`config.mk`:
```
export PLATFORM = sky130hd
export DESIGN_NAME = stk_pipe_al
export DESIGN_NICKNAME = d
export VERILOG_FILES = /design/src/design/stk_pkg.sv /design/src/design/stk_pipe_al.sv
export VERILOG_INCLUDE_DIRS = /design/src /design/src/design
export SDC_FILE = /design/constraint.sdc
export NUM_CORES = 1
export LEC_CHECK = 0
export ABC_AREA = 1
export BUFFER_PORTS_ARGS = -buffer_cell sky130_fd_sc_hd__buf_2
export CORE_MARGIN = 5
export CORE_UTILIZATION = 35
export CTS_CLUSTER_SIZE = 16
export DETAILED_ROUTE_END_ITERATION = 6
export SLEW_MARGIN = 5
export SYNTH_ARGS = -nofsm -noshare
export SYNTH_HDL_FRONTEND = slang
export SYNTH_SLANG_ARGS = --single-unit
```
`constraint.sdc`:
```
create_clock -name clk -period 2.2 [get_ports clk]
set_input_delay 0.11 -clock clk [delete_from_list [all_inputs] [get_ports clk]]
set_output_delay 0.11 -clock clk [all_outputs]
set_load 0.01 [all_outputs]
```
`src/design/stk_consts.svh`:
```
`ifndef STK_CONSTS_SVH
`define STK_CONSTS_SVH

// Sizing of the shared-stack engine
// Every module and the package pick their widths up from here

// Number of client engines that own a private stack
`define STK_ENGS_N 4

// Number of storage slots in the common pool
// The free-list FIFO wraps its pointers naturally, so keep this a power of two
`define STK_SLOTS_N 16

// Width of the data word carried by every push and pop
`define STK_DAT_W 128

`endif
```
`src/design/stk_pkg.sv`:
```
`default_nettype none

`include "stk_consts.svh"

package stk_pkg;

  // Index widths derived from the sizing macros
  localparam int ENGID_W = $clog2(`STK_ENGS_N);
  localparam int PTR_W = $clog2(`STK_SLOTS_N);

  // Engine index
  typedef logic [ENGID_W-1:0] engid_t;

  // Slot index into the common pool
  typedef logic [PTR_W-1:0] ptr_t;

  // Slot count, one bit wider so a completely free pool fits
  typedef logic [PTR_W:0] cnt_t;

  // Command opcode as presented by an engine
  typedef enum logic {
    OP_PUSH = 1'b0,
    OP_POP  = 1'b1
  } opcode_t;

  // Completion status returned with each response
  typedef enum logic [1:0] {
    ST_OK    = 2'd0,
    ST_FULL  = 2'd1,
    ST_EMPTY = 2'd2
  } status_t;

  // Command held in the stage register between admission and link
  // The ptr field is only meaningful for a push that found a free slot
  typedef struct packed {
    engid_t                 engid;
    opcode_t                opcode;
    logic [`STK_DAT_W-1:0]  dat;
    ptr_t                   ptr;
    logic                   full;
  } lk_cmd_t;

  // Response word, dat is zero unless a pop completed with ST_OK
  typedef struct packed {
    engid_t                 engid;
    opcode_t                opcode;
    status_t                status;
    logic [`STK_DAT_W-1:0]  dat;
  } rsp_t;

endpackage : stk_pkg

`default_nettype wire

```
`src/design/stk_pipe_al.sv`:
```
`timescale 1ns/10ps
`default_nettype none

`include "stk_consts.svh"

module stk_pipe_al (
  input wire logic                clk
, input wire logic                i_rst
//
, input wire logic                i_alloc_req
, output wire logic               o_busy
, output wire logic               o_empty
, output wire stk_pkg::ptr_t      o_alloc_ptr
//
, input wire logic                i_dealloc_vld
, input wire stk_pkg::ptr_t       i_dealloc_ptr
);

  import stk_pkg::*;

  ptr_t   mem_q [`STK_SLOTS_N];
  ptr_t   rd_ptr_q;
  ptr_t   wr_ptr_q;
  cnt_t   count_q;
  logic   busy_q;
  logic   fifo_empty;
  logic   bypass;
  logic   pop;
  logic   push;
  logic   wr_en;
  ptr_t   wr_dat;

  assign fifo_empty = (count_q == '0);

  // A slot freed this cycle can be handed straight to a push
  assign bypass = fifo_empty & i_dealloc_vld;

  assign o_busy = busy_q;
  assign o_empty = fifo_empty & ~i_dealloc_vld;
  assign o_alloc_ptr = bypass ? i_dealloc_ptr : mem_q[rd_ptr_q];

  // When the bypass is taken the freed slot never enters the FIFO
  assign pop = i_alloc_req & ~bypass;
  assign push = i_dealloc_vld & ~(bypass & i_alloc_req);

  // During initialisation each slot writes its own index
  assign wr_en = busy_q | push;
  assign wr_dat = busy_q ? wr_ptr_q : i_dealloc_ptr;

  always_ff @(posedge clk) begin
    if (wr_en) begin
      mem_q[wr_ptr_q] <= wr_dat;
    end
  end

  always_ff @(posedge clk) begin
    if (i_rst) begin
      busy_q <= 1'b1;
      count_q <= '0;
      rd_ptr_q <= '0;
      wr_ptr_q <= '0;
    end else begin
      if (wr_en) begin
        wr_ptr_q <= wr_ptr_q + ptr_t'(1);
      end
      if (pop) begin
        rd_ptr_q <= rd_ptr_q + ptr_t'(1);
      end
      if (busy_q) begin
        count_q <= count_q + cnt_t'(1);
        // The last slot goes in on this cycle
        if (count_q == cnt_t'(`STK_SLOTS_N - 1)) begin
          busy_q <= 1'b0;
        end
      end else begin
        count_q <= count_q + cnt_t'(push) - cnt_t'(pop);
      end
    end
  end

  // Admission must never ask for a slot the pool does not have
  a_no_alloc_empty: assert property (@(posedge clk) disable iff (i_rst)
    !(i_alloc_req && o_empty));

  a_count_bound: assert property (@(posedge clk) disable iff (i_rst)
    count_q <= cnt_t'(`STK_SLOTS_N));

endmodule : stk_pipe_al

`default_nettype wire

```
[Word-level counts from Yosys, hierarchy flattened]
Memories as Yosys holds them, arrays and structs flattened. A register that Yosys moved wholly into a read port is not among the register bits.
Index checks and enable logic that the tools add are counted.
Cells by class
  multiply operators: 0
  reductions and logical operators: 1
  muxes and demuxes: 9
  eq/ne operators: 1
  divide/modulo/power cells: 0
  shift-type cells: 0
  add/sub/neg operators: 5
  bitwise gates (word level): 9
  $lt $le $gt $ge: 0
Operator list (count)
  2-to-1 mux 4 bit: 4
  adder 4 x 1 -> 4 bit, second input constant: 2
  adder 5 x 1 -> 5 bit: 1
  adder 5 x 1 -> 5 bit, second input constant: 1
  AND 1 bit: 5
  equality test 5 x 4 -> 1 bit, second input constant: 1
  zero test 5 bit: 1
  2-to-1 mux 5 bit: 1
  subtractor 5 x 1 -> 5 bit: 1
  2-to-1 mux 1 bit: 4
  NOT 1 bit: 3
  bitwise OR 1 bit: 1
Word-level totals
  output and inout bits: 6
  bits of input ports: 8
  memories: 1
  latch bits: 0
  RAM bits: 64
  memory bits (read-only): 0
  register bits: 14
Memory list
  mem_q: depth 16, bits a word 4, rd ports 1, clocked after memory_dff 1, write ports 1, RTL line stk_pipe_al.sv:21  | ptr_t mem_q [`STK_SLOTS_N];

[Longest topological paths before layout]
  word-level depth: 8
  gate-level depth with buffers: 11
  gate-level depth less buffers: 10

[Worst setup path before layout]
No wires, ideal clock.
  kind: flip-flop to flip-flop
  start point: reg busy_q (netlist: o_busy)
  end point: mem mem_q[0][0] in the netlist's numbering, data pin
  arrival: 1.474 ns
  slack: 0.396 ns
  cell stages (with the launch flop): 4
  period minus slack after synthesis: 1.804 ns
  data required time: 1.870 ns
  path through: dfxtp_1 inv_1 clkbuf_1 o21ai_0
On the way
  word-level cells in the longest chain between the ends: 1
RTL lines
  start, declared: RTL line stk_pipe_al.sv:25  | logic busy_q;
  start signal, assigned: RTL line stk_pipe_al.sv:58  | busy_q <= 1'b1;
  start signal, assigned: RTL line stk_pipe_al.sv:73  | busy_q <= 1'b0;
  2-to-1 mux 4 bit: RTL line stk_pipe_al.sv:48  | assign wr_dat = busy_q ? wr_ptr_q : i_dealloc_ptr;
  via wr_dat[0]: RTL line stk_pipe_al.sv:31  | ptr_t wr_dat;
  end, declared: RTL line stk_pipe_al.sv:21
The timed path passes the listed nets, and every way through them passes these cells.

[Final worst setup path]
  start point: reg count_q[1]
  end point: mem mem_q[8][0] in the netlist's numbering (enable)
On the way
  word-level cells in the longest chain between the ends: 8
RTL lines
  start, declared: RTL line stk_pipe_al.sv:24  | cnt_t count_q;
  start signal, assigned: RTL line stk_pipe_al.sv:70  | count_q <= count_q + cnt_t'(1);
  start signal, assigned: RTL line stk_pipe_al.sv:76  | count_q <= count_q + cnt_t'(push) - cnt_t'(pop);
  zero test 5 bit: RTL line stk_pipe_al.sv:33  | assign fifo_empty = (count_q == '0);
  AND 1 bit: RTL line stk_pipe_al.sv:36  | assign bypass = fifo_empty & i_dealloc_vld;
  AND 1 bit: RTL line stk_pipe_al.sv:44  | assign push = i_dealloc_vld & ~(bypass & i_alloc_req);
  NOT 1 bit: RTL line stk_pipe_al.sv:44
  AND 1 bit: RTL line stk_pipe_al.sv:44
  bitwise OR 1 bit: RTL line stk_pipe_al.sv:47  | assign wr_en = busy_q | push;
  2-to-1 mux 1 bit: RTL line stk_pipe_al.sv:51  | if (wr_en) begin
  2-to-1 mux 1 bit (not written as such): RTL line stk_pipe_al.sv:52  | mem_q[wr_ptr_q] <= wr_dat;
Every way passes these cells.

==> out/metrics.yaml <==
outcome: "completed"
die-area_um2: 13500
synth_area_leaders: "edfxtp_1, nand2_1, dfxtp_1"
worstSetupEndpointType: "register"
power_mw: 3.87
critical_path_class: "register to register"
insertedDiodeCount: 0
syn2layout_area_growth_pct: 13.6
cts_resized: 0
synth.avg_cell_area_um2: 9.29
synth_seq_cells: 82
ir_worst_vdd_v: 0.000449
die_h_um: 116
netlist_instances: 426
crit_arrival_ns: 1.96
muxShareOfSynthArea: 0
drive_gt1_frac: 0.104
p_per_area_nw_per_um2: 861
reg2reg_depth: 7
fmax_mhz: 512
antenna_found_initial: 0
ys_types: 26
cap_violations: 0
synth_top_family_by_area: "simple AND/OR/NAND/NOR gates"
period_share: 0.889
fin_tns_setup_ns: 0
port_buffers: 13
skew_ns: 0.0101
drc: 0
multiInputGateArea_um2: 1280
path_max_fanout: 9
hold_path_depth: 2
synthXorXnorAreaFrac: 0.00885
gp_congestion: 0.887
cts_tree: "built"
worstHoldEndpoint: "count_q[3]"
grt_start_max_net_pins: 33
setup_violations: 0
drt_iter0_drc: 202
syn_area_um2: 3960
core_um2: 11000
dp_cells: 575
hold_viol: 0
fin_cells: 591
regArea_um2: 2280
total_leakage_power_nw: 1.98
cts_buffers: 9
dp_hpwl_mm: 5.62
via_per_inst: 4.59
hold_path.class: "input pin to register"
synth-compound-area-share: 0.0395
clock-sinks: 82
syn-num-nets: 451
hold_path_startpoint: "i_rst"
start_util: 0.360
postCtsHoldBufs: 0
wl_per_cell_um: 13.4
fillers: 1045
r2r-start: "count_q[1]"
num_vias: 2710
r2r_setup_slack_ns: 0.25
post_cts_buffers: 0
fin_nets: 471
yosysTopAreaCellShare: 0.485
cts-root-buf: "clkbuf_16"
final_cell_area_um2: 4500
setup_ws_ns: 0.245
required_ns: 2.21
hold_ws_ns: 0.0265
synth_top_area_cell: "edfxtp_1"
io_pins: 14
num_rows: 38
synth-seq-area-share: 0.576
drt_wl_total_mm: 7.90
grt_usage: 0.128
drtPass1Iterations: 5
die_w_um: 116
cts.path.max_buffers: 2
crit_path_start_kind: "register"
insertion_delay_ns: 0.34
relSlewSlack: 0.753
pre_cts_ws_ns: 0.249
grt_pass1_vias: 2692
final_common_cell: "nand2_1"
rsz0062_at_grt: "no"
reg2reg_to: "mem_q[8][0]"
clk_pin_slew_worst_paths_ns: 0.07
ys_warn_count: 0
dpl_cell_area_um2: 4160
yosys.area_share.simple: 0.220
grt_pass1_wl_mm: 13.0
period_minus_slack_ns: 1.95
worst_slew_pin_slew_ns: 0.369
slew_violations: 0
postRouteAntennaNets: 0
cts-htree-levels: 3
synth_fa_ha_area_frac: 0.0556
final_cell_mix: "nand2_1, inv_1, edfxtp_1"
fin_util: 0.410
overflow: 0
cells in the mapped netlist, drive strengths merged:
cell type,n
nand2,124
inv,76
edfxtp,64
nand3,57
nor2,22
dfxtp,18
ha,16
a21oi,15
o21ai,14
buf,11
xnor2,3
clkbuf,1
fa,1
nand3b,1
nand4,1
o21a,1
xor2,1
worst max-delay path by stage:
stage	slack (ns)	cells after the start	end	start
floorplan	0.40	3	mem_q[0][0]	o_busy
global placement	0.33	7	mem_q[8][0]	count_q[1]
detailed placement	0.25	7	mem_q[8][1]	count_q[1]
CTS	0.25	7	mem_q[8][3]	count_q[1]
global route	0.11	7	mem_q[10][3]	count_q[1]
finish	0.25	7	mem_q[8][0]	count_q[1]
layout make-up:
cell class                      count  share of cell area
Sequential cell                    82               0.507
Multi-Input combinational cell    256               0.285
Inverter                           76              0.0645
Clock buffer                        9              0.0501
Tap cell                          140              0.0389
Timing Repair Buffer               21              0.0278
Clock inverter                      7              0.0261
per-layer routing:
layer / global-route usage / vias to the layer above / wire [um] / share of wire
met5: 0 / - / 0 / 0
met1: 0.171 / 1232 / 3900 / 0.49
met2: 0.201 / 62 / 3500 / 0.44
met4: 0.0634 / 0 / 176 / 0.022
met3: 0.0244 / 13 / 319 / 0.040
li1: - / 1403 / - / -
worst max-delay path: stages, from the launching register on:
cell,delay [ns]
dfxtp_1,0.44
inv_1,0.10
ha_1,0.23
nand3_2,0.10
o21ai_2,0.06
nand2_2,0.16
nand2_1,0.21
nor2_1,0.32
power by group:
part | total [mW] | internal (mW) | switching [mW]
Sequential | 1.75 | 1.72 | 0.0319
Combinational | 0.418 | 0.141 | 0.277
Clock | 1.70 | 1.11 | 0.596
sequential cells by signal, indices dropped and copies added, names as in the netlist, named ones only:
name,flops
count_q,5
wr_ptr_q,4
rd_ptr_q,4
mem_q,64
o_busy,1
cell families (layout without fill, tap and decap cells):
kind of cell             after synthesis  after routing
buffers and inverters                 88            113
AND/OR/NAND/NOR                      205            205
AO/OA/AOI/OAI                         30             30
flip-flops                            82             82
XOR/XNOR                               4              4
adder cells (fa/ha/maj)               17             17
Note: power is estimated with default switching activity, not from simulation.
