`src/design/stk_consts.svh`:
```
`ifndef STK_CONSTS_SVH
`define STK_CONSTS_SVH

// Sizing of the shared-stack engine
// Every module and the package pick their widths up from here

// Number of client engines that own a private stack
`define STK_ENGS_N 4

// Number of storage slots in the common pool
// The free-list FIFO wraps its pointers naturally, so keep this a power of two
`define STK_SLOTS_N 16

// Width of the data word carried by every push and pop
`define STK_DAT_W 128

`endif
```
`src/design/stk_pkg.sv`:
```
`default_nettype none

`include "stk_consts.svh"

package stk_pkg;

  // Index widths derived from the sizing macros
  localparam int ENGID_W = $clog2(`STK_ENGS_N);
  localparam int PTR_W = $clog2(`STK_SLOTS_N);

  // Engine index
  typedef logic [ENGID_W-1:0] engid_t;

  // Slot index into the common pool
  typedef logic [PTR_W-1:0] ptr_t;

  // Slot count, one bit wider so a completely free pool fits
  typedef logic [PTR_W:0] cnt_t;

  // Command opcode as presented by an engine
  typedef enum logic {
    OP_PUSH = 1'b0,
    OP_POP  = 1'b1
  } opcode_t;

  // Completion status returned with each response
  typedef enum logic [1:0] {
    ST_OK    = 2'd0,
    ST_FULL  = 2'd1,
    ST_EMPTY = 2'd2
  } status_t;

  // Command held in the stage register between admission and link
  // The ptr field is only meaningful for a push that found a free slot
  typedef struct packed {
    engid_t                 engid;
    opcode_t                opcode;
    logic [`STK_DAT_W-1:0]  dat;
    ptr_t                   ptr;
    logic                   full;
  } lk_cmd_t;

  // Response word, dat is zero unless a pop completed with ST_OK
  typedef struct packed {
    engid_t                 engid;
    opcode_t                opcode;
    status_t                status;
    logic [`STK_DAT_W-1:0]  dat;
  } rsp_t;

endpackage : stk_pkg

`default_nettype wire

```
`src/design/stk_pipe_lk.sv`:
```
`timescale 1ns/10ps
`default_nettype none

`include "stk_consts.svh"

module stk_pipe_lk (
  input wire logic                clk
, input wire logic                i_rst
//
, input wire logic                i_lk_vld
, input wire stk_pkg::lk_cmd_t    i_lk_cmd
, output wire logic               o_lk_rdy
//
, output wire logic               o_dealloc_vld
, output wire stk_pkg::ptr_t      o_dealloc_ptr
//
, output wire logic               o_rsp_vld
, output wire stk_pkg::rsp_t      o_rsp
, input wire logic                i_rsp_rdy
);

  import stk_pkg::*;

  // Per-engine head of stack
  ptr_t                   head_q [`STK_ENGS_N];
  logic [`STK_ENGS_N-1:0] head_vld_q;

  // Slot memory holding the data word and the link to the entry below it
  logic [`STK_DAT_W-1:0]  dat_mem_q [`STK_SLOTS_N];
  ptr_t                   link_mem_q [`STK_SLOTS_N];
  logic                   link_vld_mem_q [`STK_SLOTS_N];

  logic                   rsp_vld_q;
  rsp_t                   rsp_q;
  rsp_t                   rsp_d;

  logic                   exec;
  logic                   is_push;
  ptr_t                   cur_head;
  logic                   cur_vld;
  logic                   push_ok;
  logic                   pop_ok;

  // The response register takes a new entry when empty or when it is leaving
  assign o_lk_rdy = ~rsp_vld_q | i_rsp_rdy;

  // A command executes only on the cycle it moves into the response register
  assign exec = i_lk_vld & o_lk_rdy;

  assign is_push = (i_lk_cmd.opcode == OP_PUSH);

  assign cur_head = head_q[i_lk_cmd.engid];
  assign cur_vld = head_vld_q[i_lk_cmd.engid];

  assign push_ok = exec & is_push & ~i_lk_cmd.full;
  assign pop_ok = exec & ~is_push & cur_vld;

  // The popped head slot goes back to the allocator in the same cycle
  assign o_dealloc_vld = pop_ok;
  assign o_dealloc_ptr = cur_head;

  always_comb begin
    rsp_d.engid = i_lk_cmd.engid;
    rsp_d.opcode = i_lk_cmd.opcode;
    rsp_d.status = ST_OK;
    rsp_d.dat = '0;
    if (is_push) begin
      if (i_lk_cmd.full) begin
        rsp_d.status = ST_FULL;
      end
    end else if (!cur_vld) begin
      rsp_d.status = ST_EMPTY;
    end else begin
      rsp_d.dat = dat_mem_q[cur_head];
    end
  end

  // New entry points down at the old head, or at nothing for an empty stack
  always_ff @(posedge clk) begin
    if (push_ok) begin
      dat_mem_q[i_lk_cmd.ptr] <= i_lk_cmd.dat;
      link_mem_q[i_lk_cmd.ptr] <= cur_head;
      link_vld_mem_q[i_lk_cmd.ptr] <= cur_vld;
    end
  end

  // The head moves to the new slot on a push and down the link on a pop
  always_ff @(posedge clk) begin
    if (push_ok) begin
      head_q[i_lk_cmd.engid] <= i_lk_cmd.ptr;
    end else if (pop_ok) begin
      head_q[i_lk_cmd.engid] <= link_mem_q[cur_head];
    end
  end

  always_ff @(posedge clk) begin
    if (i_rst) begin
      head_vld_q <= '0;
    end else if (push_ok) begin
      head_vld_q[i_lk_cmd.engid] <= 1'b1;
    end else if (pop_ok) begin
      // The stack empties when the popped entry had no link below it
      head_vld_q[i_lk_cmd.engid] <= link_vld_mem_q[cur_head];
    end
  end

  always_ff @(posedge clk) begin
    if (i_rst) begin
      rsp_vld_q <= 1'b0;
    end else if (o_lk_rdy) begin
      rsp_vld_q <= i_lk_vld;
    end
  end

  always_ff @(posedge clk) begin
    if (exec) begin
      rsp_q <= rsp_d;
    end
  end

  assign o_rsp_vld = rsp_vld_q;
  assign o_rsp = rsp_q;

  // A slot is only returned to the pool by an engine that really holds one
  a_dealloc_head: assert property (@(posedge clk) disable iff (i_rst)
    o_dealloc_vld |-> head_vld_q[i_lk_cmd.engid]);

endmodule : stk_pipe_lk

`default_nettype wire

```
`config.mk`:
```
export PLATFORM = sky130hd
export DESIGN_NAME = stk_pipe_lk
export DESIGN_NICKNAME = d
export VERILOG_FILES = /design/src/design/stk_pkg.sv /design/src/design/stk_pipe_lk.sv
export VERILOG_INCLUDE_DIRS = /design/src /design/src/design
export SDC_FILE = /design/constraint.sdc
export NUM_CORES = 2
export LEC_CHECK = 0
export BUFFER_PORTS_ARGS = -buffer_cell sky130_fd_sc_hd__buf_2
export CAP_MARGIN = 20
export CORE_UTILIZATION = 47
export DETAILED_ROUTE_END_ITERATION = 16
export SYNTH_ARGS = -nofsm -noshare
export SYNTH_HDL_FRONTEND = slang
export SYNTH_SLANG_ARGS = --single-unit
```
`constraint.sdc`:
```
create_clock -name clk -period 34.8 [get_ports clk]
set_input_delay 6.96 -clock clk [delete_from_list [all_inputs] [get_ports clk]]
set_output_delay 6.96 -clock clk [all_outputs]
set_load 0.02 [all_outputs]
```
# Word-level counts from Yosys, hierarchy flattened
# Memory sizes are Yosys's and may differ from the RTL's. A register that Yosys moved wholly into a read port is not among the register bits.
# Index checks and enable logic that the tools add are counted.
word_totals:
  reg_bits: 10
  latch_bits: 0
  mem_bits_rw: 2144
  romBits: 0
  input_bits: 140
  out_inout_bits: 140
  word_cells: 42
  n_memories: 4
classes:
  n_addsub: 0
  mul: 0
  div: 0
  n_lt_le_gt_ge: 2
  eq_ne: 0
  shifts: 0
  mux: 16
  bitwise_logic: 11
  n_reduce_logical: 4
memory_table:
  columns: ["memory", "words", "width", "read_ports", "rd_clocked_by_memory_dff", "write_ports", "line_no", "rtl"]
  rows:
  - ["dat_mem_q", 16, 128, 1, 1, 1, "stk_pipe_lk.sv:29", "logic [`STK_DAT_W-1:0] dat_mem_q [`STK_SLOTS_N];"]
  - ["link_mem_q", 16, 4, 1, 0, 1, "stk_pipe_lk.sv:30", "ptr_t link_mem_q [`STK_SLOTS_N];"]
  - ["head_q", 4, 4, 1, 0, 1, "stk_pipe_lk.sv:25", "ptr_t head_q [`STK_ENGS_N];"]
  - ["link_vld_mem_q", 16, 1, 1, 0, 1, "stk_pipe_lk.sv:31", "logic link_vld_mem_q [`STK_SLOTS_N];"]
ops:
  columns: ["op", "n"]
  rows:
  - ["$mux 4", 3]
  - ["$mux 1", 8]
  - ["$and 1x1->1", 5]
  - ["$bwmux 4", 1]
  - ["$mux 2", 2]
  - ["$or 4x4->4", 1]
  - ["$lt 2x3->1 const B", 1]
  - ["$not 1->1", 3]
  - ["$bmux 1 s2", 1]
  - ["$demux 1 s2", 1]
  - ["$ge 2x1->1 const B", 1]
  - ["$or 1x1->1", 2]
  - ["$reduce_and 2->1", 1]
  - ["$reduce_bool 2->1", 1]
  - ["$logic_and 1x1->1", 1]
  - ["$logic_not 1->1", 1]

# Logic depth before layout (Yosys ltp)
depth:
  ltp_word: 9
  mapped_depth: 13

# Worst setup path before layout
# No wires, ideal clock.
synth_path:
  path_type: "input to register"
  start: "in i_rsp_rdy"
  end: "mem dat_mem_q[0][0] (netlist bit) (enable)"
  setup_ns: 0.788
  arrival_time_ns: 20.983
  t_required_ns: 34.012
  path_slack_ns: 13.029
  cell_stages: 6
  n_path_buf: 1
  cell_sequence: "nand2b_1 -> and2_1 -> clkbuf_1 -> nand2_1 -> or3_1 -> nor3_1"
synth_between:
  elab_chain_len: 6
synth_rtl:
  columns: ["element", "line_no", "rtl"]
  rows:
  - ["start: declaration", "stk_pipe_lk.sv:19", ", input wire logic i_rsp_rdy"]
  - ["$or 1x1->1", "stk_pipe_lk.sv:45", "assign o_lk_rdy = ~rsp_vld_q | i_rsp_rdy;"]
  - ["$and 1x1->1", "stk_pipe_lk.sv:48", "assign exec = i_lk_vld & o_lk_rdy;"]
  - ["$and 1x1->1 (2 in a row)", "stk_pipe_lk.sv:55", "assign push_ok = exec & is_push & ~i_lk_cmd.full;"]
  - ["$mux 1", "stk_pipe_lk.sv:80", "if (push_ok) begin"]
  - ["$mux 1 (not written as such)", "stk_pipe_lk.sv:81", "dat_mem_q[i_lk_cmd.ptr] <= i_lk_cmd.dat;"]
  - ["end: declaration", "stk_pipe_lk.sv:29", null]
# No other way between the ends.

# Worst setup path in the final report
layout_path:
  start: "in i_lk_cmd[135] (netlist bit)"
  end: "out o_dealloc_ptr[0]"
layout_between:
  elab_chain_len: 1
layout_rtl:
  columns: ["element", "line_no", "rtl"]
  rows:
  - ["start: declaration", "stk_pipe_lk.sv:11", ", input wire stk_pkg::lk_cmd_t i_lk_cmd"]
  - ["$mem_v2 4x4", null, null]
  - ["end: declaration", "stk_pipe_lk.sv:15", ", output wire stk_pkg::ptr_t o_dealloc_ptr"]
# No other way between the ends.

==> flow_metrics.env <==
export IMPL_tns_ps=0
export IMPL_setup_violations=0
export IMPL_grt_pass1_vias=45000
export IMPL_first_pass_iters=7
export IMPL_synth_top_family_by_area="simple AND/OR/NAND/NOR gates"
export IMPL_via_per_inst=5.83
export IMPL_grt_ovfl_total=0
export IMPL_worstSetupPathType="primary input to primary output"
export IMPL_hpwl_um=102000
export IMPL_finalCritPeriodShare_pct=45.9
export IMPL_skew_ps=52.7
export IMPL_multi_input_area_mm2=0.0159
export IMPL_setup_worst_path_start_class="primary input"
export IMPL_tightest_slew_ps=1140
export IMPL_die_h_um=429
export IMPL_slowest_stage="mux2_8"
export IMPL_clock_sinks=2282
export IMPL_route_detailed_drc=0
export IMPL_max_freq_mhz=62.6
export IMPL_cpMostUsedCell="buf_2"
export IMPL_row_count=156
export IMPL_worst_r2r_setup_slack_ps=29970
export IMPL_ctsHtreeMaxLevel=4
export IMPL_cts_setup_buffers=0
export IMPL_dieArea_mm2=0.184
export IMPL_synth_avg_cell_area_um2=17.4
export IMPL_synthAdderAreaFrac_pct=0
export IMPL_antenna_left=0
export IMPL_yosys_top_cells_count="edfxtp_1 (2,277), nand2_1 (1,070), nand3_1 (526)"
export IMPL_power_per_cell_area_mw_per_mm2=58.1
export IMPL_grt_max_degree=162
export IMPL_worst_skew_pair_late_latency_ps=870
export IMPL_synth_edff_count=2277
export IMPL_slew_headroom_pct=23.8
export IMPL_rsz0062_at_grt="no"
export IMPL_async_flop_share_pct=0
export IMPL_synth_xor_area_share_pct=0
export IMPL_ys_warn_count=0
export IMPL_max_cap_violations=0
export IMPL_gp_congestion=0.755
export IMPL_dp_cells=7381
export IMPL_synth_top_area_share_pct=79.8
export IMPL_drv_slew=0
export IMPL_clockBufferDepth=3
export IMPL_synth_area_mm2=0.0857
export IMPL_routed_wl_um=216000
export IMPL_crit_path_start="i_lk_cmd[135]"
export IMPL_area_growth_pct=12.9
export IMPL_portBuffers=279
export IMPL_synth_mux_area_share_pct=7.13
export IMPL_grt_pass1_wl_um=312000
export IMPL_cts_resized_gates=0
export IMPL_cp_max_fo=100
export IMPL_antenna_found_initial=50
export IMPL_fin_ws_ps=18820
export IMPL_grtUsageTotal_pct=23.4
export IMPL_nFillCells=14200
export IMPL_r2r_start="head_q[2][0]$_DFFE_PP_"
export IMPL_min_path_type="register to register"
export IMPL_final_util_pct=53.5
export IMPL_drt_first_iter_violations=4631
export IMPL_crit_chain="buf_2 -> mux2i_1 -> mux2_8 -> clkinv_16 -> buf_2"
export IMPL_die_x_um=429
export IMPL_synth_seq_area_share_pct=79.9
export IMPL_coreArea_mm2=0.181
export IMPL_finalPower_w=0.00562
export IMPL_final_cells=7817
export IMPL_io_pins=280
export IMPL_initial_utilization_pct=47.4
export IMPL_synthSimpleGateAreaFrac_pct=9.02
export IMPL_crit_required_ps=27840
export IMPL_synth_compound_area_share_pct=2.16
export IMPL_synth_distinct_cells=39
export IMPL_ys_ff_latch=2282
export IMPL_path_clk_slew_ps=60
export IMPL_ir_drop_mv=0.0449
export IMPL_critPathArrivalTime_ps=9020
export IMPL_seqCellArea_mm2=0.0685
export IMPL_synthTopCellsByArea="edfxtp_1 (80%), mux4_2 (6.8%), nand2_1 (4.7%), nand3_1 (3.1%), a22oi_1 (1.2%)"
export IMPL_end_kind="primary output"
export IMPL_cts_buffers=226
export IMPL_dr_total_vias=45600
export IMPL_preCtsSetupSlack_ps=18800
export IMPL_p_leak_nw=31.5
export IMPL_synth_most_common_cell="edfxtp_1"
export IMPL_hold_buffers=0
export IMPL_cpPeakStageDelay_ps=560
export IMPL_cts_root_buf="clkbuf_16"
export IMPL_nNetsFinal=5380
export IMPL_drive_gt1_share_pct=17.8
export IMPL_ys_flop_type="edfxtp_1"
export IMPL_wl_per_cell_um=27.7
export IMPL_status="finished, final reports clean"
export IMPL_synth_cells=4925
export IMPL_min_delay_start="head_vld_q[1]$_SDFFE_PP0P_"
export IMPL_cts_tree="built"
export IMPL_synthesis_nets=5065
export IMPL_hold_viol=0
export IMPL_yosys_area_top_type="edfxtp_1"
export IMPL_min_period_ps=15980
==> critical path, delay by kind of cell <==
| family | cells | cell delay [ps] |
|---|---|---|
| buf+inv | 3 | 1050 |
| mux | 2 | 840 |
==> metrics by stage <==
step	hold slack [ps]	instance area, um2
global route	529	96700
CTS	504	96700
floorplan	470	85700
finish	505	96700
global placement	488	89500
detailed placement	496	89600
==> cells by family (layout without fill, tap and decap cells) <==
| group | count (synthesis) | after routing |
|---|---|---|
| flops | 2282 | 2282 |
| simple gates | 1782 | 1782 |
| compound gates | 288 | 288 |
| buf+inv | 287 | 796 |
| mux | 286 | 286 |
| other cells | 0 | 13 |
==> path summary, 6_finish.rpt <==
kind | cells past startpoint | end
setup / recovery | 5 | o_dealloc_ptr[0]
hold reg to reg | 2 | head_vld_q[1]$_SDFFE_PP0P_
setup reg to reg | 9 | o_rsp[87]$_SDFFCE_PN0N_
hold / removal | 2 | head_vld_q[1]$_SDFFE_PP0P_
==> registers in the layout, summed over array words and instances (netlist names) <==
register,cells
head_q,16
o_rsp,133
link_mem_q,64
o_rsp_vld,1
dat_mem_q,2048
link_vld_mem_q,16
head_vld_q,4
==> cells in the final DEF, fill, tap and decap left out, types with 6 or more instances in the layout <==
| cell | n |
|---|---|
| edfxtp_1 | 2277 |
| nand2_1 | 1070 |
| nand3_1 | 526 |
| buf_2 | 279 |
| mux4_2 | 258 |
| clkbuf_16 | 227 |
| a22oi_1 | 133 |
| nand4_1 | 132 |
| o21ai_1 | 121 |
| buf_4 | 78 |
| clkinv_1 | 63 |
| clkbuf_1 | 57 |
| clkinv_2 | 45 |
| mux2i_1 | 20 |
| nor2_1 | 16 |
| nor2_4 | 15 |
| diode_2 | 13 |
| bufinv_16 | 13 |
| buf_12 | 12 |
| o21ai_0 | 10 |
| a32oi_1 | 8 |
| clkinv_16 | 7 |
| mux2_2 | 6 |
==> power by group <==
group,internal (W),leakage (nW),switching (W),total [W]
Combinational,0.0000732,7.36,0.000169,0.000243
Clock,0.00130,3.47,0.00103,0.00233
Sequential,0.00304,20.7,0.00000748,0.00305
Total,0.00441,31.5,0.00121,0.00562
==> final cells by class <==
cell class | instances | share of cell area, %
timing repair buffer | 370 | 2.33
inverter | 4 | 0.0427
clock buffer | 284 | 6.09
tap | 2370 | 3.07
antenna | 13 | 0.0336
clock inverter | 138 | 1.24
sequential | 2282 | 70.8
multi-input combinational | 2356 | 16.4
==> metal layers <==
layer  share of wire, %  global-route usage [%]
met3                6.3                    3.85
met4                2.6                    6.96
met1                 41                    31.6
met5               0.12                       0
met2                 50                    39.1
Power figures use the tool's default switching activity.
